[src/hw/i2c_bridge_pkg.sv]
package i2c_bridge_pkg;

  typedef enum logic [1:0] {
    TXN_WRITE2,
    TXN_READ4,
    TXN_FILTER
  } txn_kind_e;

  typedef enum logic [1:0] {
    OP_START,
    OP_WRITE,
    OP_READ,
    OP_STOP
  } byte_op_e;

  typedef enum logic [3:0] {
    SEQ_IDLE,
    SEQ_START,
    SEQ_ADDR_W,
    SEQ_WR0,
    SEQ_WR1,
    SEQ_WR2,
    SEQ_MID_STOP,
    SEQ_RESTART,
    SEQ_ADDR_R,
    SEQ_READ,
    SEQ_STOP
  } seq_state_e;

  // Command register map
  localparam logic [5:0] CMD_ADDR_BUS1   = 6'h3c;
  localparam logic [5:0] CMD_ADDR_BUS2   = 6'h3d;
  localparam logic [5:0] CMD_ADDR_FILTER = 6'h00;
  localparam logic [6:0] CMD_TAG         = 7'h03;

  // Command word fields
  localparam int CMD_TAG_LSB  = 25;
  localparam int CMD_RD_BIT   = 24;
  localparam int CMD_FILT_LSB = 17;
  localparam int CMD_DEV_LSB  = 16;
  localparam int CMD_D0_LSB   = 8;

  localparam logic [6:0] FILTER_DEV_ADDR = 7'h20;
  localparam logic [7:0] FILTER_REG      = 8'h0a;

  localparam int PRESCALE_W = 16;

endpackage

[src/hw/i2c_txn_if.sv]
`timescale 1ns/1ps

interface i2c_txn_if;
  import i2c_bridge_pkg::*;

  logic       valid;
  txn_kind_e  kind;
  logic [6:0] dev_addr;
  logic [7:0] data0;
  logic [7:0] data1;
  logic       busy;

  modport decode (
    output valid,
    output kind,
    output dev_addr,
    output data0,
    output data1,
    input  busy
  );

  modport exec (
    input  valid,
    input  kind,
    input  dev_addr,
    input  data0,
    input  data1,
    output busy
  );

endinterface

[src/hw/i2c_byte_if.sv]
`timescale 1ns/1ps

interface i2c_byte_if;
  import i2c_bridge_pkg::*;

  logic       go;
  byte_op_e   op;
  logic [7:0] wdata;
  logic       ack_out;
  logic       done;
  logic [7:0] rdata;
  logic       nack;

  modport seq (
    output go, op, wdata, ack_out,
    input  done, rdata, nack
  );

  modport eng (
    input  go, op, wdata, ack_out,
    output done, rdata, nack
  );

endinterface

[src/hw/cmd_decode.sv]
`timescale 1ns/1ps

module cmd_decode (
  input  logic        clk,
  input  logic        rst,
  input  logic [5:0]  cmd_addr_i,
  input  logic [31:0] cmd_data_i,
  input  logic        cmd_rqst_i,
  i2c_txn_if.decode   txn,
  output logic        cmd_ack_o,
  output logic        ready_o,
  output logic        bus_sel_o
);
  import i2c_bridge_pkg::*;

  logic       is_xfer;
  logic       is_filter;
  logic       can_take;
  logic       take;
  logic       missed;
  logic [6:0] filt_code;
  logic [6:0] filt_q;
  logic       miss_q;
  logic       rd_wait_q;
  logic       busy_q;

  assign is_xfer = cmd_rqst_i
                && (cmd_addr_i == CMD_ADDR_BUS1 || cmd_addr_i == CMD_ADDR_BUS2)
                && cmd_data_i[CMD_TAG_LSB +: 7] == CMD_TAG;

  // Only a changed filter code costs a bus transfer
  assign filt_code = cmd_data_i[CMD_FILT_LSB +: 7];
  assign is_filter = cmd_rqst_i && cmd_addr_i == CMD_ADDR_FILTER && filt_code != filt_q;

  // A pending valid counts as busy until the sequencer picks it up
  assign can_take = !txn.busy && !txn.valid;
  assign take     = (is_xfer || is_filter) && can_take;
  assign missed   = (is_xfer || is_filter) && !can_take;

  assign ready_o   = !txn.busy;
  assign cmd_ack_o = !(miss_q || rd_wait_q);

  always_ff @(posedge clk) begin
    if (rst) begin
      txn.valid <= 1'b0;
      filt_q    <= '0;
      bus_sel_o <= 1'b0;
      miss_q    <= 1'b0;
      rd_wait_q <= 1'b0;
      busy_q    <= 1'b0;
    end else begin
      txn.valid <= take;
      busy_q    <= txn.busy;
      if (take) begin
        bus_sel_o <= is_filter || cmd_addr_i == CMD_ADDR_BUS2;
        miss_q    <= 1'b0;
      end
      if (take && is_filter) filt_q <= filt_code;
      if (missed) miss_q <= 1'b1;
      if (take && is_xfer && cmd_data_i[CMD_RD_BIT]) begin
        rd_wait_q <= 1'b1;
      end else if (busy_q && !txn.busy) begin
        rd_wait_q <= 1'b0;
      end
    end
  end

  always_ff @(posedge clk) begin
    if (take) begin
      if (is_filter) begin
        txn.kind     <= TXN_FILTER;
        txn.dev_addr <= FILTER_DEV_ADDR;
        txn.data0    <= FILTER_REG;
        txn.data1    <= {1'b0, filt_code};
      end else begin
        txn.kind     <= cmd_data_i[CMD_RD_BIT] ? TXN_READ4 : TXN_WRITE2;
        txn.dev_addr <= cmd_data_i[CMD_DEV_LSB +: 7];
        txn.data0    <= cmd_data_i[CMD_D0_LSB +: 8];
        txn.data1    <= cmd_data_i[7:0];
      end
    end
  end

endmodule

[src/hw/i2c_bit_engine.sv]
`timescale 1ns/1ps

module i2c_bit_engine #(
  parameter logic [i2c_bridge_pkg::PRESCALE_W-1:0] PRESCALE = 2
) (
  input  logic    clk,
  input  logic    rst,
  i2c_byte_if.eng bus,
  input  logic    scl_i,
  output logic    scl_o,
  output logic    scl_t_o,
  input  logic    sda_i,
  output logic    sda_o,
  output logic    sda_t_o
);
  import i2c_bridge_pkg::*;

  logic                  active;
  byte_op_e              op_q;
  logic [PRESCALE_W-1:0] pcnt;
  logic [1:0]            phase;
  logic [3:0]            bitcnt;
  logic [7:0]            shreg;
  logic                  ack_q;
  logic                  tick;
  logic                  ack_bit;
  logic                  last_phase;
  logic                  sample;
  logic                  bit_in;
  logic                  scl_n;
  logic                  sda_n;

  // Open drain, only the tristate controls move
  assign scl_o = 1'b0;
  assign sda_o = 1'b0;

  assign tick       = (pcnt == PRESCALE - 1'b1);
  assign ack_bit    = (bitcnt == 4'd8);
  assign last_phase = tick && phase == 2'd3
                   && (op_q == OP_START || op_q == OP_STOP || ack_bit);
  // Middle of SCL high
  assign sample     = tick && phase == 2'd2;
  // SCL not seen high reads as a released line
  assign bit_in     = sda_i || !scl_i;
  assign bus.rdata  = shreg;

  always_comb begin
    scl_n = 1'b1;
    sda_n = 1'b1;
    case (op_q)
      OP_START: begin
        // SDA falls while SCL is high, then SCL goes low
        scl_n = (phase != 2'd3);
        sda_n = (phase == 2'd0);
      end
      OP_STOP: begin
        scl_n = (phase != 2'd0);
        sda_n = phase[1];
      end
      default: begin
        scl_n = (phase == 2'd1) || (phase == 2'd2);
        if (op_q == OP_WRITE) sda_n = ack_bit ? 1'b1 : shreg[7];
        else sda_n = ack_bit ? ack_q : 1'b1;
      end
    endcase
  end

  always_ff @(posedge clk) begin
    if (rst) begin
      active   <= 1'b0;
      op_q     <= OP_STOP;
      pcnt     <= '0;
      phase    <= 2'd0;
      bitcnt   <= 4'd0;
      bus.done <= 1'b0;
      bus.nack <= 1'b0;
      scl_t_o  <= 1'b1;
      sda_t_o  <= 1'b1;
    end else begin
      bus.done <= 1'b0;
      if (bus.go) begin
        active   <= 1'b1;
        op_q     <= bus.op;
        pcnt     <= '0;
        phase    <= 2'd0;
        bitcnt   <= 4'd0;
        bus.nack <= 1'b0;
      end else if (active) begin
        scl_t_o <= scl_n;
        sda_t_o <= sda_n;
        pcnt    <= tick ? '0 : pcnt + 1'b1;
        if (tick) begin
          phase <= phase + 2'd1;
          if (phase == 2'd3) bitcnt <= bitcnt + 4'd1;
        end
        if (last_phase) begin
          active   <= 1'b0;
          bus.done <= 1'b1;
        end
        if (sample && ack_bit && op_q == OP_WRITE) bus.nack <= bit_in;
      end
    end
  end

  // Write shifts after each bit period, read shifts in at the sample point
  always_ff @(posedge clk) begin
    if (bus.go) begin
      shreg <= bus.wdata;
      ack_q <= bus.ack_out;
    end else if (active && tick && !ack_bit) begin
      if (op_q == OP_WRITE && phase == 2'd3) begin
        shreg <= {shreg[6:0], 1'b0};
      end else if (op_q == OP_READ && sample) begin
        shreg <= {shreg[6:0], bit_in};
      end
    end
  end

endmodule

[src/hw/i2c_sequencer.sv]
`timescale 1ns/1ps

module i2c_sequencer #(
  parameter logic [i2c_bridge_pkg::PRESCALE_W-1:0] PRESCALE = 2
) (
  input  logic       clk,
  input  logic       rst,
  i2c_txn_if.exec    txn,
  input  logic       scl_i,
  output logic       scl_o,
  output logic       scl_t_o,
  input  logic       sda_i,
  output logic       sda_o,
  output logic       sda_t_o,
  output logic       byte_stb_o,
  output logic [7:0] rbyte_o,
  output logic       byte_last_o
);
  import i2c_bridge_pkg::*;

  i2c_byte_if bus ();

  seq_state_e state;
  seq_state_e state_nxt;
  logic [1:0] rcnt;

  assign txn.busy    = (state != SEQ_IDLE);
  // NACK the fourth byte to end the read
  assign bus.ack_out = (rcnt == 2'd3);

  always_comb begin
    bus.op    = OP_WRITE;
    bus.wdata = 8'h00;
    case (state)
      SEQ_START, SEQ_RESTART: bus.op = OP_START;
      SEQ_ADDR_W:             bus.wdata = {txn.dev_addr, 1'b0};
      SEQ_ADDR_R:             bus.wdata = {txn.dev_addr, 1'b1};
      SEQ_WR0:                bus.wdata = txn.data0;
      SEQ_WR1:                bus.wdata = txn.data1;
      SEQ_READ:               bus.op = OP_READ;
      SEQ_WR2:                bus.op = OP_WRITE;
      default:                bus.op = OP_STOP;
    endcase
  end

  always_comb begin
    state_nxt = SEQ_IDLE;
    case (state)
      SEQ_START:    state_nxt = SEQ_ADDR_W;
      SEQ_ADDR_W:   state_nxt = bus.nack ? SEQ_STOP : SEQ_WR0;
      SEQ_WR0: begin
        if (bus.nack) state_nxt = SEQ_STOP;
        else if (txn.kind == TXN_READ4) state_nxt = SEQ_MID_STOP;
        else state_nxt = SEQ_WR1;
      end
      SEQ_WR1: begin
        if (!bus.nack && txn.kind == TXN_FILTER) state_nxt = SEQ_WR2;
        else state_nxt = SEQ_STOP;
      end
      SEQ_WR2:      state_nxt = SEQ_STOP;
      SEQ_MID_STOP: state_nxt = SEQ_RESTART;
      SEQ_RESTART:  state_nxt = SEQ_ADDR_R;
      SEQ_ADDR_R:   state_nxt = bus.nack ? SEQ_STOP : SEQ_READ;
      SEQ_READ:     state_nxt = (rcnt == 2'd3) ? SEQ_STOP : SEQ_READ;
      default:      state_nxt = SEQ_IDLE;
    endcase
  end

  always_ff @(posedge clk) begin
    if (rst) begin
      state       <= SEQ_IDLE;
      bus.go      <= 1'b0;
      rcnt        <= 2'd0;
      byte_stb_o  <= 1'b0;
      byte_last_o <= 1'b0;
    end else begin
      bus.go      <= 1'b0;
      byte_stb_o  <= 1'b0;
      byte_last_o <= 1'b0;
      if (state == SEQ_IDLE) begin
        if (txn.valid) begin
          state  <= SEQ_START;
          bus.go <= 1'b1;
          rcnt   <= 2'd0;
        end
      end else if (bus.done) begin
        state  <= state_nxt;
        bus.go <= (state_nxt != SEQ_IDLE);
        if (state == SEQ_READ) begin
          byte_stb_o  <= 1'b1;
          byte_last_o <= (rcnt == 2'd3);
          rcnt        <= rcnt + 2'd1;
        end
      end
    end
  end

  always_ff @(posedge clk) begin
    if (bus.done && state == SEQ_READ) rbyte_o <= bus.rdata;
  end

  i2c_bit_engine #(
    .PRESCALE (PRESCALE)
  ) u_engine (
    .clk     (clk),
    .rst     (rst),
    .bus     (bus),
    .scl_i   (scl_i),
    .scl_o   (scl_o),
    .scl_t_o (scl_t_o),
    .sda_i   (sda_i),
    .sda_o   (sda_o),
    .sda_t_o (sda_t_o)
  );

endmodule

[src/hw/read_collect.sv]
`timescale 1ns/1ps

module read_collect (
  input  logic        clk,
  input  logic        rst,
  input  logic        byte_stb_i,
  input  logic [7:0]  rbyte_i,
  input  logic        byte_last_i,
  output logic [31:0] resp_data_o,
  output logic        read_done_o
);

  logic [1:0]  idx;
  logic [31:0] stage;
  logic [31:0] merged;

  // Staging word with the incoming byte in its lane
  always_comb begin
    merged = stage;
    merged[{idx, 3'b000} +: 8] = rbyte_i;
  end

  always_ff @(posedge clk) begin
    if (rst) begin
      idx         <= 2'd0;
      resp_data_o <= '0;
      read_done_o <= 1'b0;
    end else begin
      read_done_o <= 1'b0;
      if (byte_stb_i) begin
        if (byte_last_i) begin
          idx         <= 2'd0;
          resp_data_o <= merged;
          read_done_o <= 1'b1;
        end else begin
          idx <= idx + 2'd1;
        end
      end
    end
  end

  always_ff @(posedge clk) begin
    if (byte_stb_i) stage <= merged;
  end

endmodule

[src/hw/i2c_bridge_top.sv]
`timescale 1ns/1ps

module i2c_bridge_top #(
  parameter logic [i2c_bridge_pkg::PRESCALE_W-1:0] PRESCALE = 2
) (
  input  logic        clk,
  input  logic        rst,
  input  logic [5:0]  cmd_addr_i,
  input  logic [31:0] cmd_data_i,
  input  logic        cmd_rqst_i,
  output logic        cmd_ack_o,
  output logic [31:0] cmd_resp_data_o,
  output logic        read_done_o,
  output logic        bus_sel_o,
  output logic        ready_o,
  input  logic        scl_i,
  output logic        scl_o,
  output logic        scl_t_o,
  input  logic        sda_i,
  output logic        sda_o,
  output logic        sda_t_o
);

  i2c_txn_if txn ();

  logic       byte_stb;
  logic [7:0] rbyte;
  logic       byte_last;

  cmd_decode u_decode (
    .clk        (clk),
    .rst        (rst),
    .cmd_addr_i (cmd_addr_i),
    .cmd_data_i (cmd_data_i),
    .cmd_rqst_i (cmd_rqst_i),
    .txn        (txn),
    .cmd_ack_o  (cmd_ack_o),
    .ready_o    (ready_o),
    .bus_sel_o  (bus_sel_o)
  );

  i2c_sequencer #(
    .PRESCALE (PRESCALE)
  ) u_seq (
    .clk         (clk),
    .rst         (rst),
    .txn         (txn),
    .scl_i       (scl_i),
    .scl_o       (scl_o),
    .scl_t_o     (scl_t_o),
    .sda_i       (sda_i),
    .sda_o       (sda_o),
    .sda_t_o     (sda_t_o),
    .byte_stb_o  (byte_stb),
    .rbyte_o     (rbyte),
    .byte_last_o (byte_last)
  );

  read_collect u_collect (
    .clk         (clk),
    .rst         (rst),
    .byte_stb_i  (byte_stb),
    .rbyte_i     (rbyte),
    .byte_last_i (byte_last),
    .resp_data_o (cmd_resp_data_o),
    .read_done_o (read_done_o)
  );

endmodule

[config.mk]
export PLATFORM = sky130hd
export DESIGN_NAME = i2c_bridge_top
export DESIGN_NICKNAME = d
export VERILOG_FILES = /design/src/hw/i2c_bridge_pkg.sv /design/src/hw/i2c_txn_if.sv /design/src/hw/i2c_byte_if.sv /design/src/hw/cmd_decode.sv /design/src/hw/i2c_bit_engine.sv /design/src/hw/i2c_sequencer.sv /design/src/hw/read_collect.sv /design/src/hw/i2c_bridge_top.sv
export SDC_FILE = /design/constraint.sdc
export NUM_CORES = 1
export LEC_CHECK = 0
export ABC_AREA = 1
export BUFFER_PORTS_ARGS = -buffer_cell sky130_fd_sc_hd__buf_2
export CAP_MARGIN = 40
export CORE_ASPECT_RATIO = 0.75
export CORE_MARGIN = 10
export CORE_UTILIZATION = 32
export CTS_BUF_LIST = sky130_fd_sc_hd__clkbuf_16
export DETAILED_ROUTE_END_ITERATION = 7
export PLACE_DENSITY_LB_ADDON = 0.12
export RECOVER_POWER = 100
export SLEW_MARGIN = 20
export SYNTH_ARGS = -nofsm -noshare
export SYNTH_HDL_FRONTEND = slang
export SYNTH_HIERARCHICAL = 1
export SYNTH_SLANG_ARGS = --single-unit
[constraint.sdc]
create_clock -name clk -period 5.8 [get_ports clk]
set_clock_uncertainty 0.15 [all_clocks]
set_input_delay 0.58 -clock clk [delete_from_list [all_inputs] [get_ports clk]]
set_output_delay 0.58 -clock clk [all_outputs]
set_load 0.05 [all_outputs]
## Yosys cells after proc, flatten, opt, wreduce, memory -nomap -nowiden

Index checks and enable logic that the tools add are counted.
Widths: inputs -> output; s select.

| storage, ports and cells | value |
|---|---|
| register bits | 159 |
| input port bits | 43 |
| output and inout port bits | 40 |

| cells by class | value |
|---|---|
| add/sub/neg operators | 6 |
| eq/ne operators | 26 |
| shift-type cells | 2 |
| mux-type cells | 43 |
| bitwise gates (word level) | 5 |
| reduce and logical (&&, ||, !) cells | 65 |

Operators by type and width:

| operator | number |
|---|---|
| $pmux 4 s9 | 1 |
| $bwmux 32 | 1 |
| $mux 8 | 4 |
| $pmux 8 s4 | 1 |
| $shift 8x7->32 const A | 1 |
| $shiftx 8x7->32 | 1 |
| $mux 4 | 6 |
| $logic_and 1x1->1 | 22 |
| $mux 1 | 17 |
| $add 16x1->16 const B | 1 |
| $eq 16x1->1 const B | 1 |
| $eq 4x3->1 const B | 4 |
| $mux 16 | 1 |
| $mux 2 | 8 |
| $eq 2x2->1 const B | 6 |
| $eq 4x4->1 const B | 3 |
| $eq 6x6->1 const B | 2 |
| $reduce_and 2->1 | 6 |
| $reduce_bool 2->1 | 6 |
| $eq 4x2->1 const B | 2 |
| $logic_or 1x1->1 | 8 |
| $reduce_bool 4->1 | 2 |
| $eq 7x2->1 const B | 1 |
| $logic_not 1->1 | 7 |
| 20 further kinds | 35 |

## Logic depth before layout (Yosys ltp)

| logic depth | value |
|---|---|
| word-level depth | 9 |
| gate-level depth with buffers | 10 |

## Hierarchy

Netlist, hierarchy kept.

By module, submodules not included:

| module | times used | cells an instance | area each (um^2) | sequential area each (um^2) |
|---|---|---|---|---|
| read_collect | 1 | 396 | 3076.7 | 1661.6 |
| i2c_bit_engine | 1 | 291 | 2134.5 | 850.8 |
| cmd_decode | 1 | 213 | 1775.5 | 991.0 |
| i2c_sequencer | 1 | 134 | 964.7 | 420.4 |

## Least setup slack after synthesis

OpenSTA, ideal clock, no wires.

| timing | value |
|---|---|
| path type | input port to flip-flop |
| from | in cmd_addr_i[3] |
| to | reg u_decode.txn.data0[0] (enable) |
| setup time | 0.380 ns |
| arrival | 1.730 ns |
| path slack | 3.540 ns |
| stages | 7 |
| path through | nor2_1 > nand2_1 > nor4_2 > nand2_1 > nand2_1 > nand2_1 > inv_1 |

| on the way | value |
|---|---|
| word-level cells in the longest chain between the ends | 6 |
| elaborated cells on any way between the ends | 10 |
| those cells by class | 2 x eq/ne; 8 x reduce/logical |

RTL lines:

| item | RTL line | text |
|---|---|---|
| start: declaration | i2c_bridge_top.sv:8 | `input logic [5:0] cmd_addr_i,` |
| $eq 6x6->1 | cmd_decode.sv:28 | `&& (cmd_addr_i == CMD_ADDR_BUS1 \|\| cmd_addr_i == CMD_ADDR_BUS2)` |
| $logic_or 1x1->1 | cmd_decode.sv:28 |  |
| $logic_and 1x1->1 | cmd_decode.sv:28 |  |
| $logic_and 1x1->1 | cmd_decode.sv:29 | `&& cmd_data_i[CMD_TAG_LSB +: 7] == CMD_TAG;` |
| $logic_or 1x1->1 (*) | cmd_decode.sv:37 | `assign take = (is_xfer \|\| is_filter) && can_take;` |
| $logic_and 1x1->1 (*) | cmd_decode.sv:37 |  |
| via u_decode.take | cmd_decode.sv:19 | `logic take;` |
| end signal: assignment | cmd_decode.sv:78 | `txn.data0 <= cmd_data_i[CMD_D0_LSB +: 8];` |
| end: declaration | i2c_txn_if.sv:17 | `output data0,` |

Mark *: on every way through the listed nets, which the timed path passes. The rest lies on a longest branch.
A chain may end at the register's enable or synchronous reset.

## Final worst setup path

| timing | value |
|---|---|
| from | reg u_seq.byte_stb_o |
| to | reg u_collect.resp_data_o[2] |

| on the way | value |
|---|---|
| word-level cells in the longest chain between the ends | 1 |

RTL lines:

| item | RTL line | text |
|---|---|---|
| start: declaration | i2c_sequencer.sv:15 | `output logic byte_stb_o,` |
| start signal: assignment | i2c_sequencer.sv:74 | `byte_stb_o <= 1'b0;` |
| start signal: assignment | i2c_sequencer.sv:78 | `byte_stb_o <= 1'b0;` |
| start signal: assignment | i2c_sequencer.sv:90 | `byte_stb_o <= 1'b1;` |
| $reduce_and 2->1 (no line) | -- |  |
| end signal: assignment | read_collect.sv:33 | `resp_data_o <= merged;` |
| end: declaration | read_collect.sv:9 | `output logic [31:0] resp_data_o,` |

No other way between the ends.

==> impl_summary.md <==
Status
The flow ran to the end, but the final reports show violations. The checks that failed: capacitance limit, slew limit.

Floorplan
After floorplanning, the core was divided into 49 placement rows. The top-level I/O count is 83. The area of the core region is 24,200 um2. The die is 157 um tall. The initial core utilization is 32.8%. The area enclosed by the die boundary is 31,600 um2. The width of the die is 202 um.

Placed design
The congestion estimate from routability-driven global placement came to 0.841. The count of input and output buffers is 80. The wire-length estimate of the detail-placed layout is 13,900 um.

Synthesis
The basic-gate share of the synthesized area counting and, or, nand and nor cells is 34.1%. Counting flops with a built-in enable in the synthesized netlist gives 74. In this run the mean area of a mapped cell was 7.69 um2. The distinct cell type count after synthesis is 46. The xor and xnor fraction of the mapped netlist area is 0.441%. The gate count of the mapped netlist is 1,034. Of the synthesized area, sequential elements account for 49.3%. The adder-cell area share of the yosys netlist is 2.68%. The cell area after synthesis is 7950 um2. Among all flip-flop cells after synthesis, the most frequent one is sky130_fd_sc_hd__dfxtp_1. The post-synthesis async set-or-reset flop share is 0%.

The count of synthesis-stage warnings from yosys is 6. By area, the combinational part of the netlist is dominated by simple AND/OR/NAND/NOR gates. The post-synthesis compound-gate area fraction is 4.52%. The synthesized design contains 159 register bits. After synthesis, the share of cell area in mux cells is 0%.

Job
The max-capacitance violation count is 1.

Min path
The min-delay analysis places its worst path in the category reg2reg.

Routing
After detailed routing, the number of vias per cell comes to 4.34. The final routed DRC violation total is 0. After detailed routing, the average wire length per cell comes to 13.0 um.

The via count of the routed design is 6,342. In this run, the number of DRC markers left after iteration 0 of detailed routing was 348. The detail route stage leaves a number of antenna-violating nets equal to 0. The routed wire length is 19,000 um. The total iterations of the first detailed-routing run is 4.

Global route
The largest net degree at the start of global routing is 52. After global routing the overflow that remains totals 0. The initial antenna violation count is 0. The number of global-route vias before repair is 6,203. The first global-routing pass estimated 31,700 um of wire.

The combined global-route utilization of all metal layers is 12.2%.

Pwr
The power dissipated by switching net loads is 522 uW. The power per unit of standard cell area is 271 nW/um2. Per report_power, the sequential group accounts for 47.0% of the total. The worst IR drop on VDD is 0.000202 V. Summed over all cells, the static leakage comes to 0.00409 uW. The internal power of the cells totals 1960 uW.

Net switching is 21.0% of the power. Combinational logic is responsible for 2.4% of the overall power. The share of total power in the clock network is 50.6%.

Overall power consumption after layout is estimated at 2480 uW.

Timing
For the pin with the worst max-slew slack, the measured transition is 2.15 ns. After layout, the minimum clock period comes to 3.51 ns. Of the available clock period, the critical path in the final layout requires 60.5%. The sum of negative setup slack is 0 ns. The highest attainable clock frequency is 0.285 GHz. Setup repair after global routing left no endpoint under its margin. The number of slew-limit violations in the final report was 38.

Setup violations remaining at the end of the flow were counted as 0. Measured against its own limit, the worst slew margin works out to -43.3%. The number of hold-slack violations in the final timing report is 0.

Cells and area
The most common cell after layout, fill and taps aside is sky130_fd_sc_hd__nand2_1. The post-route netlist has 10.5% of its cells at a drive strength greater than 1. The library cells used most frequently in the layout, excluding fill and tap cells, are sky130_fd_sc_hd__nand2_1, sky130_fd_sc_hd__nor2_1, sky130_fd_sc_hd__inv_1, sky130_fd_sc_hd__dfxtp_1, sky130_fd_sc_hd__edfxtp_1.

The final net count is 1,176. The number of diodes is 0. The filler cell count in the final layout is 2,618. The post-synthesis to final-layout area growth is 15.4%.

Clock tree
The clock net in this run drives a total of 159 sinks. In this run the number of H-tree levels came out at 4. The total of cells resized after clock tree synthesis is 0. The number of clock buffers added by TritonCTS is 17. The clock transition at the register clock pins on the worst setup and hold paths after CTS is 0.07 ns. The clock latency on the worst-skew pair is 0.42 ns. The count of hold buffers inserted by post-cts repair is 0. In this run the post-CTS setup repair buffer count came out at 0. The clock tree from TritonCTS is built. No sink is reached through more buffers than the 2 on the longest clock path. The root buffer cell is sky130_fd_sc_hd__clkbuf_16.

Worst setup path
The largest fanout on the critical path is 43. At the worst endpoint, the arrival time is 3.68 ns. The required time of the critical path is 5.97 ns. The type of the setup path with the least slack is reg2reg.

The sort of element at the end of the critical path is a register. The type of origin of the critical path is a register.
## cell usage after synthesis (2+ instances only)
| library cell | n | area (um2) |
|---|---|---|
| sky130_fd_sc_hd__clkbuf_1 | 3 | 11.3 |
| sky130_fd_sc_hd__nand2_1 | 308 | 1160 |
| sky130_fd_sc_hd__inv_2 | 22 | 82.6 |
| sky130_fd_sc_hd__buf_4 | 6 | 45.0 |
| sky130_fd_sc_hd__nor2_2 | 20 | 125 |
| sky130_fd_sc_hd__or2_2 | 2 | 12.5 |
| sky130_fd_sc_hd__buf_2 | 5 | 25.0 |
| sky130_fd_sc_hd__nand3_1 | 69 | 345 |
| sky130_fd_sc_hd__or2_1 | 3 | 18.8 |
| sky130_fd_sc_hd__edfxtp_1 | 74 | 2220 |
| sky130_fd_sc_hd__nor2_1 | 153 | 574 |
| sky130_fd_sc_hd__xor2_1 | 3 | 26.3 |
| sky130_fd_sc_hd__dfxtp_1 | 85 | 1700 |
| sky130_fd_sc_hd__nor4_1 | 2 | 12.5 |
| sky130_fd_sc_hd__inv_1 | 125 | 469 |
| sky130_fd_sc_hd__nand3_2 | 2 | 20.0 |
| sky130_fd_sc_hd__nor2_4 | 10 | 113 |
| sky130_fd_sc_hd__nor3_1 | 8 | 40.0 |
| sky130_fd_sc_hd__o21ai_1 | 4 | 20.0 |
| sky130_fd_sc_hd__a21oi_1 | 28 | 140 |
| sky130_fd_sc_hd__ha_1 | 17 | 213 |
| sky130_fd_sc_hd__buf_6 | 5 | 56.3 |
| sky130_fd_sc_hd__nand3b_1 | 2 | 15.0 |
| sky130_fd_sc_hd__nand4_1 | 28 | 175 |
| sky130_fd_sc_hd__buf_1 | 2 | 7.51 |
| sky130_fd_sc_hd__o21ai_0 | 16 | 80.1 |
| sky130_fd_sc_hd__a31oi_1 | 2 | 12.5 |
| sky130_fd_sc_hd__a22oi_1 | 3 | 22.5 |
| sky130_fd_sc_hd__nand2_2 | 10 | 62.6 |
## final cells by class
class | instances | area (um2) | share of cell area, %
Clock buffer | 17 | 425 | 4.64
Clock inverter | 15 | 230 | 2.51
Inverter | 148 | 556 | 6.06
Multi-Input combinational cell | 706 | 3240 | 35.3
Sequential cell | 159 | 3920 | 42.8
Tap cell | 331 | 414 | 4.52
Timing Repair Buffer | 84 | 388 | 4.23
## final timing paths
check,from,to,slack [ns],cells past startpoint
worst max-delay path,u_seq/byte_stb_o,u_collect/resp_data_o[2],2.29,7
worst max register to register,u_seq/byte_stb_o,u_collect/resp_data_o[2],2.29,7
worst min-delay path,u_seq/u_engine/bus.rdata[5],u_seq/rbyte_o[5],0.30,0
worst min register to register,u_seq/u_engine/bus.rdata[5],u_seq/rbyte_o[5],0.30,0
## flip-flops by register name (all words and copies together) (netlist names), 8 cells and up
signal,flops
u_seq/u_engine/pcnt,16
u_decode/txn.data1,8
u_collect/resp_data_o,32
u_decode/txn.data0,8
u_collect/stage,32
u_seq/u_engine/bus.rdata,8
u_seq/rbyte_o,8
## layer usage
metal	wire (um)	up-vias	share of wire [%]	global-route usage (%)
li1	-	3430	-	-
met5	0	-	0	0
met4	132	0	0.69	3.07
met3	891	9	4.7	3.59
met2	7540	110	40	17.5
met1	10500	2793	55	17.4
## kinds of logic after synthesis
logic type	Yosys count
AOI/OAI and AO/OA	62
xor gates and xnor gates	4
adders and majority gates	17
buffers and inverters	170
DFF	159
other	1
and+or+nand+nor	621
## power groups by stage
stage	Combinational, uW	Clock [uW]	Sequential (uW)
final	59.5	1260	1170
after global routing	68.5	1350	1170
after CTS	62.0	1290	1170
after detailed placement	61.7	0	1190
after global placement	61.5	0	1190
after floorplan	33.9	0	1190
## worst max-delay path, cell delays in order, from the launching register on
cell	delay, ns
sky130_fd_sc_hd__dfxtp_1	0.31
sky130_fd_sc_hd__clkbuf_1	1.53
sky130_fd_sc_hd__nand2_1	0.20
sky130_fd_sc_hd__inv_1	0.64
sky130_fd_sc_hd__buf_12	0.30
sky130_fd_sc_hd__nand3_1	0.13
sky130_fd_sc_hd__nand2_1	0.08
sky130_fd_sc_hd__inv_1	0.03
## per-stage QoR
| step | setup slack, ns | instance area (um2) | hold WS (ns) | utilization [%] | cells |
|---|---|---|---|---|---|
| global route | 1.96 | 9170 | 0.295 | 37.9 | 1460 |
| detailed placement | 3.41 | 8680 | 0.289 | 35.9 | 1428 |
| global placement | 3.12 | 8630 | 0.288 | 35.7 | 1426 |
| finish | 2.29 | 9170 | 0.303 | 37.9 | 1460 |
| CTS | 3.52 | 9340 | 0.281 | 38.6 | 1460 |
| floorplan | 3.54 | 7960 | 0.277 | - | 1035 |
Note: power is estimated with default switching activity, not from simulation.
